$ cat src/design/bp_pkg.sv
package bp_pkg;

    // Address and data width of the core
    localparam int XLEN = 32;

    // Direct-mapped BTB with 4096 entries
    localparam int INDEX_WIDTH = 12;

    // Instructions are word aligned
    localparam int OFFSET_WIDTH = 2;

    // Upper PC bits kept as the BTB tag
    localparam int TAG_WIDTH = XLEN - INDEX_WIDTH - OFFSET_WIDTH;

    // First fetch address after reset
    localparam logic [XLEN-1:0] RESET_PC = '0;

    // Weakly agree, so a fresh counter follows the BTB bias
    localparam logic [1:0] CTR_WEAK_AGREE = 2'b10;

    // One PC word seen either as a flat address or as BTB lookup fields
    typedef union packed {
        logic [XLEN-1:0] raw;
        struct packed {
            logic [TAG_WIDTH-1:0]    tag;
            logic [INDEX_WIDTH-1:0]  index;
            logic [OFFSET_WIDTH-1:0] offset;
        } f;
    } pc_addr_u;

endpackage
$ cat src/design/fetch_pc.sv
`timescale 1ns/100ps

module fetch_pc (
    input  logic                    clk_i,
    input  logic                    rst_ni,
    input  logic                    stall_i,

    // Lookup results for the current PC
    input  logic                    btb_hit_i,
    input  logic                    btb_is_jump_i,
    input  logic [bp_pkg::XLEN-1:0] btb_target_i,
    input  logic                    bias_i,
    input  logic                    agree_i,

    // Resolution from execute
    input  logic                    res_valid_i,
    input  logic [bp_pkg::XLEN-1:0] res_pc_i,
    input  logic                    res_taken_i,
    input  logic [bp_pkg::XLEN-1:0] res_target_i,
    input  logic                    res_btb_hit_i,
    input  logic                    res_pred_taken_i,

    output bp_pkg::pc_addr_u        fetch_pc_o,
    output logic                    pred_taken_o,
    output logic [bp_pkg::XLEN-1:0] pred_target_o,
    output logic                    flush_o
);

    localparam logic [bp_pkg::XLEN-1:0] PC_STEP = 4;

    bp_pkg::pc_addr_u        pc_q;
    logic [bp_pkg::XLEN-1:0] pc_plus4;
    logic [bp_pkg::XLEN-1:0] redirect_pc;
    logic [bp_pkg::XLEN-1:0] pc_next;

    // Jumps always taken, branches follow bias unless the PHT disagrees
    assign pred_taken_o  = btb_hit_i && (btb_is_jump_i || (agree_i ~^ bias_i));
    assign pred_target_o = btb_target_i;

    // Wrong direction, or taken without a BTB entry to supply the target
    assign flush_o = res_valid_i &&
                     ((res_taken_i != res_pred_taken_i) || (res_taken_i && !res_btb_hit_i));

    assign redirect_pc = res_taken_i ? res_target_i : (res_pc_i + PC_STEP);
    assign pc_plus4    = pc_q.raw + PC_STEP;

    always_comb begin
        if (flush_o) begin
            pc_next = redirect_pc;
        end else if (stall_i) begin
            pc_next = pc_q.raw;
        end else if (pred_taken_o) begin
            pc_next = btb_target_i;
        end else begin
            pc_next = pc_plus4;
        end
    end

    always_ff @(posedge clk_i or negedge rst_ni) begin
        if (!rst_ni) begin
            pc_q.raw <= bp_pkg::RESET_PC;
        end else begin
            pc_q.raw <= pc_next;
        end
    end

    assign fetch_pc_o = pc_q;

    flush_inputs_known: assert property (@(posedge clk_i) disable iff (!rst_ni)
        res_valid_i |-> !$isunknown({res_taken_i, res_pred_taken_i, res_btb_hit_i}));

    pc_word_aligned: assert property (@(posedge clk_i) disable iff (!rst_ni)
        pc_q.f.offset == '0);

endmodule

$ cat config.mk
export PLATFORM = sky130hd
export DESIGN_NAME = fetch_pc
export DESIGN_NICKNAME = d
export VERILOG_FILES = /design/src/design/bp_pkg.sv /design/src/design/fetch_pc.sv
export SDC_FILE = /design/constraint.sdc
export NUM_CORES = 1
export LEC_CHECK = 0
export ABC_AREA = 1
export CAP_MARGIN = 20
export CORE_MARGIN = 2
export CORE_UTILIZATION = 45
export CTS_BUF_LIST = sky130_fd_sc_hd__clkbuf_16
export CTS_CLUSTER_DIAMETER = 60
export DETAILED_ROUTE_END_ITERATION = 7
export DONT_BUFFER_PORTS = 1
export GPL_TIMING_DRIVEN = 0
export HOLD_SLACK_MARGIN = 0.02
export PLACE_DENSITY = 0.71
export SLEW_MARGIN = 20
export SYNTH_ARGS = -nofsm -noshare
export SYNTH_HDL_FRONTEND = slang
export SYNTH_SLANG_ARGS = --single-unit
$ cat constraint.sdc
create_clock -name clk_i -period 4.6 [get_ports clk_i]
set_input_delay 0.23 -clock clk_i [delete_from_list [all_inputs] [get_ports clk_i]]
set_output_delay 0.23 -clock clk_i [all_outputs]
set_load 0.05 [all_outputs]
==> Yosys cells after proc, flatten, opt, wreduce, memory -nomap -nowiden <==
Cells that the tools add are included.
{ "classes": {"n_eq_ne": 2, "n_reduce_logical": 6, "addsub": 2, "bitwise_logic": 1, "n_mux": 4} }
{ "op_table": {"columns": ["op", "n"], "rows": [
  ["32-bit two-way mux", 4],
  ["32-bit by 3-bit adder with 32-bit output (second input constant)", 2],
  ["1-bit logical AND", 3],
  ["1-bit logical OR", 2],
  ["2-bit by 1-bit inequality test with 1-bit output (second input constant)", 1],
  ["1-bit zero test", 1],
  ["1-bit inequality test", 1],
  ["1-bit XNOR", 1]
]} }
{ "totals": {"word_cells": 16, "inputBits": 107, "out_inout_bits": 66, "reg_bits": 32} }

==> Longest topological paths before layout <==
Gate-level depths: netlist (run 1).
{ "logic_depth": {"word_depth": 6, "depth_mapped": 12, "depth_no_buf": 12} }

==> Worst setup path before layout (run 1) <==
Ideal clock, no wire load.
{ "synth_path": {"path_kind": "register to register", "startpoint": "register pc_q (netlist bit fetch_pc_o[3])", "endpoint": "register pc_q (netlist bit fetch_pc_o[22])", "synth_period_minus_slack_ns": 1.912, "setup_ns": 0.118, "arrival_time_ns": 1.794, "n_path_buf": 0, "required_ns": 4.482, "setup_slack_ns": 2.688, "stages_incl_launch_ff": 13, "path_cell_list": "dfrtp_1 ha_1 nand2_1 nor2_4 nand2_2 nor2_4 nand2_1 nand2_1 nand3_1 nand2_1 nand2_1 nand2_1 nand2_1"} }
{ "synth_between": {"elab_chain_len": 4} }
{ "synth_rtl": {"columns": ["item", "line", "rtl"], "rows": [
  ["start, declared", "fetch_pc.sv:31", "bp_pkg::pc_addr_u pc_q;"],
  ["32-bit by 3-bit adder with 32-bit output", "fetch_pc.sv:45", "assign pc_plus4 = pc_q.raw + PC_STEP;"],
  ["32-bit two-way mux", "fetch_pc.sv:52", "end else if (pred_taken_o) begin"],
  ["32-bit two-way mux", "fetch_pc.sv:50", "end else if (stall_i) begin"],
  ["32-bit two-way mux", "fetch_pc.sv:48", "if (flush_o) begin"]
]} }
Every way passes these cells. The select of a mux whose other input is x is not followed.
A chain may end at the register's enable or synchronous reset.

==> Worst setup path in the final report (run 1) <==
{ "layout_path": {"startpoint": "register pc_q (netlist bit fetch_pc_o[3])", "endpoint": "register pc_q (netlist bit fetch_pc_o[28])"} }
Same word-level chain as after synthesis.

==> results.py, run 1 <==
metrics = {
    "run_status": {
        "outcome": "completed",
    },
    "synth": {
        "synth_seq_cells": 32,
        "syn_nets": 896,
        "syn_inst": 787,
        "ys_warn_count": 0,
        "async_flop_share_pct": 100,
        "synth_edf_count": 0,
        "synth_cell_types": 33,
        "syn_area_per_cell_sq_um": 5.39,
        "synth_flop_cell": "dfrtp_1",
        "syn_area_sq_mm": 0.00424,
        "seq_area_frac_synth_pct": 18.9,
    },
    "placed_design": {
        "dp_hpwl_microns": 11500,
        "pre_cts_ws_ps": 2410,
        "numPortBuffers": 0,
        "gp_congestion": 0.956,
        "dp.cells": 898,
    },
    "detailed_routing": {
        "dr_total_vias": 4862,
        "drtIter0Drc": 487,
        "wl_per_cell_microns": 15.8,
        "vias_per_cell": 5.35,
        "ant_nets": 0,
        "drt-total-wl_microns": 14400,
        "remaining_drc_errors": 0,
        "first_pass_iters": 5,
    },
    "timing": {
        "clock_skew_ps": 6.41,
        "tightest_slew_ps": 687,
        "fin_crit_sh_pct": 48.8,
        "fmax_ghz": 0.446,
        "fin_setup_tns_ps": 0,
        "fin_hold_ws_ps": 120,
        "min_period_ps": 2240,
        "finalSetupViolCount": 0,
        "worst_slack_ps": 2360,
        "slew_violations": 0,
        "hold_viol": 0,
        "rsz0062_at_grt": "false",
        "slew_headroom_pct": 54.2,
    },
    "global_routing": {
        "grt-ovfl-total": 0,
        "antenna_found_initial": 0,
        "grt_pass1_vias": 4654,
        "grt_max_degree": 33,
        "track_usage_pct": 28.6,
        "grt_pass1_wl_microns": 22900,
    },
    "critical_path": {
        "critPathKind": "reg -> reg",
        "crit_chain": "ha_1, nand2_1, nor2_4, nand2_2, nor2_1, nand2_1, nand2_1, nand3_1, nand2_1, nand2_1, nand2_1, nand2_1",
        "cp_max_fo": 6,
        "slowest_stage": "dfrtp_1",
        "startpoint_type": "flop",
        "cpPeakStageDelay_ps": 700,
        "path_common_cell": "nand2_1",
        "cp.required_ps": 4770,
        "cp_data_arrival_time_ps": 2410,
        "critPathCaptureType": "flop",
    },
    "die": {
        "num_rows": 35,
        "core_area_sq_mm": 0.00920,
        "die_h_microns": 101,
        "initial_core_util_pct": 46.1,
        "dieArea_sq_mm": 0.0102,
        "die_x_microns": 101,
        "io_pins": 173,
    },
    "cts": {
        "cts_tree": "done",
        "clock_latency_ps": 280,
        "clock_sinks": 32,
        "htree_levels": 2,
        "cts.clk_slew.worst_paths_ps": 60,
        "post_cts_buffers": 0,
        "clockBufferDepth": 2,
        "clock-root-buffer": "clkbuf_16",
        "cts_made_buffers": 5,
    },
    "power_and_ir_drop": {
        "p_leak_uw": 0.00226,
        "peakVddDrop_uv": 147,
        "p_per_area_mw_per_mm2": 304,
    },
    "finish": {
        "drive_gt1_share_pct": 11.4,
        "antennaDiodeCount": 0,
        "final_cells": 908,
        "synthToLayoutAreaGrowth_pct": 7.25,
        "final_nets": 905,
        "largest_reg_flops": 32,
    },
    "worst_hold_path": {
        "hp-class": "in -> reg",
    },
    "flow_run": {
        "max-cap-violations": 0,
    },
}
area by class of cell:
cell class              count  area [sq um]
inverters                  65           244
multi-input cells         634          2810
flip-flops and latches     32           801
repair buffers              2          30.0
fillers                  1002          4650
clock inverters             3          13.8
plain buffers              56           389
clock buffers               5           125
well taps                 111           139
final timing paths:
| kind | from | endpoint | slack, ps | cells past startpoint |
|---|---|---|---|---|
| setup / recovery | fetch_pc_o[3] | fetch_pc_o[28] | 2360 | 12 |
| hold / removal | btb_target_i[1] | fetch_pc_o[1] | 120 | 2 |
| min in group asynchronous | rst_ni | fetch_pc_o[5] | 400 | 2 |
| setup reg to reg | fetch_pc_o[3] | fetch_pc_o[28] | 2360 | 12 |
| max in group asynchronous | rst_ni | fetch_pc_o[19] | 4020 | 2 |
| hold reg to reg | fetch_pc_o[26] | fetch_pc_o[26] | 830 | 2 |
layer usage:
layer / vias to the layer above / share of wire [%] / global-route usage (%)
met5: - / 0 / 0
met4: 0 / 2.1 / 8.00
met3: 28 / 10 / 5.55
met2: 252 / 46 / 48.3
met1: 2141 / 41 / 37.2
li1: 2441 / - / -
what timing repair did:
action / 4_1_cts / 5_1_grt
resized for setup: 0 / 0
endpoints found under the hold margin: 32 / 0
hold buffers: 2 / 0
where the power goes:
| part | leakage, uW | total [uW] | internal [uW] | switching [uW] |
|---|---|---|---|---|
| clock network | 0.0000710 | 322 | 196 | 126 |
| logic | 0.00181 | 446 | 153 | 294 |
| registers | 0.000383 | 613 | 329 | 284 |
placed cells by master, fill, tap and decap left out, drive strengths merged:
master,instances
or2,9
dfrtp,32
nor2,134
clkbuf,8
clkinv,3
buf,54
o21ai,32
o221ai,1
dlygate4sd3,1
inv,65
xor2,7
nand3b,2
nor3,1
a21oi,9
ha,2
o311ai,2
nand2,330
and2,1
o21bai,2
nand3,84
a31oi,1
nand4,5
o211ai,5
xnor2,7
per-stage QoR:
step                      util [%]  area, sq um  total power [uW]
after floorplan                  -         4240               946
after global placement        47.6         4380              1040
after detailed placement      47.6         4380              1050
after CTS                     49.5         4550              1380
after global routing          49.5         4550              1470
final                         49.5         4550              1380
critical path, delay by kind of cell, from the launching register on:
family / cells / cell delay, ps
adders and majority gates: 1 / 280
DFF: 1 / 700
and+or+nand+nor: 11 / 1140
Yosys cell counts (all sizes together) (2+ instances only):
cell / instances / share of area, %
xor2: 7 / 1.4
o311ai: 2 / 0.41
ha: 2 / 0.59
nand3b: 2 / 0.35
inv: 65 / 5.8
o21ai: 32 / 3.8
buf: 53 / 8.9
xnor2: 7 / 1.4
clkbuf: 3 / 0.27
nor2: 134 / 13
nand3: 84 / 10
nand4: 5 / 0.74
or2: 9 / 1.3
o21bai: 2 / 0.35
a21oi: 9 / 1.1
dfrtp: 32 / 19
nand2: 330 / 30
o211ai: 5 / 1.0
cell families (layout without fill, tap and decap cells):
family / Yosys count / count (layout) / synth area share [%]
xor+xnor: 14 / 14 / 2.89
fa+ha+maj: 2 / 2 / 0.590
flops: 32 / 32 / 18.9
compound gates: 52 / 52 / 6.96
buf+inv: 121 / 131 / 14.9
simple gates: 566 / 566 / 55.8
No activity file was read; power rests on OpenSTA's default activity.
==> inputs of run 2 (changes only) <==
Clock period 4.6 ns to 2.1 ns, I/O delays scaled along.
==> run 2 against run 1 <==
Non-clock buffer count up 2. Critical path type unchanged. Die area unchanged. Register-to-register slack worse by 2300 ps. Sequential cell count stayed put. Wire length grew 0.31%. Global-route usage rose by 0.082 points.
==> results.py, run 2 (synthesis results as in run 1) <==
metrics = {
    "placed_design": {
        "numPortBuffers": 0,
        "dp.cells": 898,
        "dp_hpwl_microns": 11500,
        "pre_cts_ws_ps": -90.7,
        "gp_congestion": 0.956,
    },
    "cts": {
        "clock_sinks": 32,
        "clock-root-buffer": "clkbuf_16",
        "cts_tree": "done",
        "clockBufferDepth": 2,
        "clock_latency_ps": 280,
        "cts_made_buffers": 5,
        "htree_levels": 2,
        "post_cts_buffers": 0,
        "cts.clk_slew.worst_paths_ps": 60,
    },
    "timing": {
        "min_period_ps": 2020,
        "tightest_slew_ps": 656,
        "slew_headroom_pct": 56.2,
        "fin_crit_sh_pct": 96.3,
        "fmax_ghz": 0.494,
        "worst_slack_ps": 77.6,
        "finalSetupViolCount": 0,
        "slew_violations": 0,
        "hold_viol": 0,
        "clock_skew_ps": 9.22,
    },
    "critical_path": {
        "critPathLaunch": "fetch_pc_o[3]",
        "r2r-start": "fetch_pc_o[3]",
        "cp_max_fo": 6,
        "critPathCaptureType": "flop",
        "startpoint_type": "flop",
        "r2r_cells": 12,
        "cp.required_ps": 2270,
        "cp_data_arrival_time_ps": 2190,
        "critPathKind": "reg -> reg",
    },
    "power_and_ir_drop": {
        "peakVddDrop_uv": 328,
        "p_per_area_mw_per_mm2": 661,
        "p_leak_uw": 0.00225,
    },
    "global_routing": {
        "grt_use_met2_pct": 48.8,
        "grt-ovfl-total": 0,
        "grt_pass1_wl_microns": 23000,
        "grt_pass1_vias": 4671,
        "grt_max_degree": 33,
        "grt_busiest_layer": "met2",
        "track_usage_pct": 28.7,
        "use_met1_pct": 37.1,
        "grt.met3_usage_pct": 5.27,
        "antenna_found_initial": 0,
    },
    "finish": {
        "synthToLayoutAreaGrowth_pct": 8.88,
        "final_nets": 907,
        "multi_input_area_sq_mm": 0.00283,
        "drive_gt1_share_pct": 14.4,
        "fill_cells": 996,
        "regArea_sq_um": 830,
        "largest_reg_flops": 32,
        "final_cells": 910,
        "mostFrequentLayoutCell": "nand2_1",
        "final_cell_mix": "nand2_1, nor2_1, nand3_1, inv_1, buf_4",
        "antennaDiodeCount": 0,
    },
    "detailed_routing": {
        "drt-total-wl_microns": 14400,
        "vias_per_cell": 5.36,
        "ant_nets": 0,
        "first_pass_iters": 5,
        "drtIter0Drc": 437,
        "wl_per_cell_microns": 15.8,
        "remaining_drc_errors": 0,
        "dr_total_vias": 4874,
    },
    "die": {
        "core_area_sq_mm": 0.00920,
        "io_pins": 173,
        "dieArea_sq_mm": 0.0102,
        "die_x_microns": 101,
        "num_rows": 35,
        "die_h_microns": 101,
        "initial_core_util_pct": 46.1,
    },
    "run_status": {
        "outcome": "completed",
    },
    "worst_hold_path": {
        "hp-class": "in -> reg",
        "hold_start": "btb_target_i[3]",
        "whs_path_depth": 2,
    },
    "flow_run": {
        "max-cap-violations": 0,
    },
}
## run 2: changes by cell type in the layout (fill, tap and decap cells not counted)
cell           change
dfrtp_4            +1
ha_1               -1
ha_4               +1
nand3_1            -1
dlygate4sd3_1      +2
nor2_2             +1
nor2_1             -1
dfrtp_2           +20
dfrtp_1           -21
nand3_2            +1
## run 2: layout make-up
| type | instances | share of cell area [%] |
|---|---|---|
| Clock buffer | 5 | 2.71 |
| Buffer | 56 | 8.42 |
| Timing Repair Buffer | 4 | 1.08 |
| Multi-Input combinational cell | 634 | 61.2 |
| Clock inverter | 3 | 0.298 |
| Inverter | 65 | 5.28 |
| Sequential cell | 32 | 18.0 |
| Tap cell | 111 | 3.01 |
## run 2: final timing paths
kind	slack (ps)	endpoint
worst max-delay path	80	fetch_pc_o[28]
worst min-delay path	50	fetch_pc_o[3]
worst max register to register	80	fetch_pc_o[28]
worst min register to register	730	fetch_pc_o[17]
max in group asynchronous	1630	fetch_pc_o[20]
min in group asynchronous	280	fetch_pc_o[5]
## run 2: layer usage
layer | vias up | part of all wire, %
li1 | 2438 | -
met1 | 2166 | 41
met2 | 241 | 47
met3 | 29 | 9.9
met4 | 0 | 2.2
met5 | - | 0
## run 2: critical path, cell delays in order (launching register included)
cell and delay [ps]:
dfrtp_2 570, ha_4 190, nand2_1 90, nor2_4 230, nand2_2 150, nor2_1 220, nand2_1 80, nand2_1 60
nand3_1 70, nand2_1 80, nand2_1 60, nand2_1 50, nand2_1 50
## run 2: what timing repair did
action / 4_1_cts / 5_1_grt
hold buffers: 4 / 0
hold endpoints to repair: 34 / 0
gates resized for setup: 3 / 23
endpoints found under the setup margin: 8 / 18
pin swaps: 0 / 2
## run 2: power by group
part	leakage (uW)	switching, uW	internal, uW	total, uW
combinational	0.00182	644	339	983
sequential	0.000361	624	740	1360
clock	0.0000710	278	431	709
## run 2: through the flow
step | total power [uW] | instance area (sq um) | util (%) | hold slack (ps) | TNS (ps)
after detailed placement | 2290 | 4380 | 47.6 | -190 | -234
after global routing | 3250 | 4620 | 50.2 | 75.0 | -11.8
after floorplan | 2070 | 4240 | - | -191 | 0
final | 3060 | 4620 | 50.2 | 46.9 | 0
after global placement | 2270 | 4380 | 47.6 | -189 | -91.1
after CTS | 3030 | 4570 | 49.7 | 50.0 | 0
==> inputs of run 3 (changes only) <==
Settings changed: CELL_PAD_IN_SITES_DETAIL_PLACEMENT set to 0, CELL_PAD_IN_SITES_GLOBAL_PLACEMENT set to 1, CORE_UTILIZATION 45 to 42, PLACE_DENSITY 0.71 to 0.93.
==> run 3 against run 2 <==
Sequential cell count did not move. Die area increased by 6.9%. Clock skew up 0.96 ps. Non-clock buffer count grew 4. Sequential share of layout area decreased by 0.25 points. Final cell count increased by 2.7%. Clock power about the same.
==> results.py, run 3 (synthesis results as in run 1) <==
metrics = {
    "run_status": {
        "outcome": "completed",
    },
    "timing": {
        "fmax_ghz": 0.503,
        "fin_setup_tns_ps": 0,
        "finalSetupViolCount": 0,
        "clock_skew_ps": 10.2,
        "min_period_ps": 1990,
        "hold_viol": 0,
        "fin_hold_ws_ps": 36.8,
        "slew_headroom_pct": 55.8,
        "fin_crit_sh_pct": 94.6,
        "slew_violations": 0,
        "tightest_slew_ps": 663,
        "rsz0062_at_grt": "true",
    },
    "cts": {
        "clockBufferDepth": 2,
        "htree_levels": 2,
        "cts_tree": "done",
        "clock_sinks": 32,
        "cts.clk_slew.worst_paths_ps": 60,
        "cts_made_buffers": 5,
        "clock_latency_ps": 280,
        "clock-root-buffer": "clkbuf_16",
    },
    "detailed_routing": {
        "dr_total_vias": 4874,
        "drt-total-wl_microns": 14800,
        "drtIter0Drc": 332,
        "ant_nets": 0,
        "wl_per_cell_microns": 15.9,
        "remaining_drc_errors": 0,
        "first_pass_iters": 5,
        "vias_per_cell": 5.21,
    },
    "finish": {
        "drive_gt1_share_pct": 15.1,
        "final_cell_mix": "nand2_1, nor2_1, nand3_1, inv_1, buf_4",
        "fill_cells": 1072,
        "final_cells": 935,
        "post-route-util_pct": 47.9,
        "final_nets": 911,
        "finalInstanceArea_sq_mm": 0.00469,
        "mostFrequentLayoutCell": "nand2_1",
        "synthToLayoutAreaGrowth_pct": 10.4,
        "antennaDiodeCount": 0,
        "largest_reg_flops": 32,
    },
    "die": {
        "dieArea_sq_mm": 0.0109,
        "core_area_sq_mm": 0.00977,
        "num_rows": 36,
        "io_pins": 173,
        "die_h_microns": 105,
        "initial_core_util_pct": 43.4,
        "die_x_microns": 105,
    },
    "critical_path": {
        "rrSetupSlack_ps": 110,
        "cp.required_ps": 2270,
        "r2r_cells": 10,
        "critPathKind": "reg -> reg",
        "critPathCaptureType": "flop",
        "cp_max_fo": 6,
        "crit_path_end": "fetch_pc_o[20]",
        "critPathLaunch": "fetch_pc_o[2]",
        "crit_chain": "ha_4, nand2_1, nor2_4, nand3_1, o21ai_0, nand3_1, nand2_1, nand2_1, nand2_1, nand2_1",
        "worstReg2RegEnd": "fetch_pc_o[20]",
        "slowest_stage": "dfrtp_2",
        "path_common_cell": "nand2_1",
        "cpPeakStageDelay_ps": 570,
        "r2r-start": "fetch_pc_o[2]",
        "startpoint_type": "flop",
        "cp_data_arrival_time_ps": 2150,
    },
    "placed_design": {
        "place_area_sq_mm": 0.00441,
        "numPortBuffers": 0,
        "dp.cells": 920,
        "dp_hpwl_microns": 12100,
        "gp_congestion": 0.967,
    },
    "global_routing": {
        "grt-ovfl-total": 0,
        "antenna_found_initial": 0,
        "grt_pass1_vias": 4697,
        "grt_max_degree": 33,
        "track_usage_pct": 26.9,
        "grt_pass1_wl_microns": 23600,
    },
    "power_and_ir_drop": {
        "peakVddDrop_uv": 364,
        "p_leak_uw": 0.00228,
        "p_per_area_mw_per_mm2": 657,
    },
    "flow_run": {
        "max-cap-violations": 0,
    },
    "worst_hold_path": {
        "hp-class": "in -> reg",
    },
}
[run 3: cell count changes in the layout (fill, tap and decap cells not counted), sizes merged]
cell,previous run,this run
clkinvlp,0,1
clkinv,3,1
buf,54,58
[run 3: stage by stage]
| stage | power, uW | worst slack, ps |
|---|---|---|
| final | 3080 | 113 |
| after global routing | 3250 | -19.8 |
| after CTS | 3030 | 7.20 |
| after detailed placement | 2300 | -158 |
| after global placement | 2290 | -99.5 |
| after floorplan | 2070 | 188 |
[run 3: worst min-delay path by stage]
stage,startpoint,end,slack (ps),depth (start not counted)
2_1_floorplan,rst_ni,fetch_pc_o[0],-190,0
3_3_place_gp,rst_ni,fetch_pc_o[4],-190,0
3_5_place_dp,rst_ni,fetch_pc_o[3],-190,0
4_1_cts,res_pc_i[0],fetch_pc_o[0],40,2
5_1_grt,res_pc_i[0],fetch_pc_o[0],70,2
6_report,res_pc_i[0],fetch_pc_o[0],40,2
[run 3: what timing repair did]
action,4_1_cts,5_1_grt
pin swaps,0,3
hold buffers,4,0
endpoints found under the setup margin,14,19
hold endpoints to repair,34,0
gates resized for setup,4,25
setup buffers,0,4
[run 3: power breakdown]
part | internal (uW) | total, uW | leakage (uW) | switching, uW
clock network | 430 | 706 | 0.0000657 | 276
registers | 741 | 1370 | 0.000361 | 631
logic | 349 | 999 | 0.00186 | 651
[run 3: per-layer routing]
layer | track usage (%) | up-vias | wire, microns
met5 | 0 | - | 0
met4 | 8.40 | 0 | 410
met3 | 7.64 | 32 | 1440
met2 | 44.1 | 209 | 6990
met1 | 34.0 | 2179 | 5990
li1 | - | 2454 | -
[run 3: layout make-up]
class | instances | area [sq um] | share of cell area, %
Clock buffer | 5 | 125 | 2.67
Sequential cell | 32 | 830 | 17.7
Timing Repair Buffer | 8 | 80.1 | 1.71
Buffer | 56 | 389 | 8.30
Tap cell | 133 | 166 | 3.55
Inverter | 65 | 244 | 5.21
Multi-Input combinational cell | 634 | 2840 | 60.6
Clock inverter | 2 | 12.5 | 0.267
[run 3: worst max-delay path: cells and delay by family (launching register included)]
kind	cells	cell delay, ps
and+or+nand+nor	8	890
adders and majority gates	1	190
AOI/OAI and AO/OA	1	210
DFF	1	570
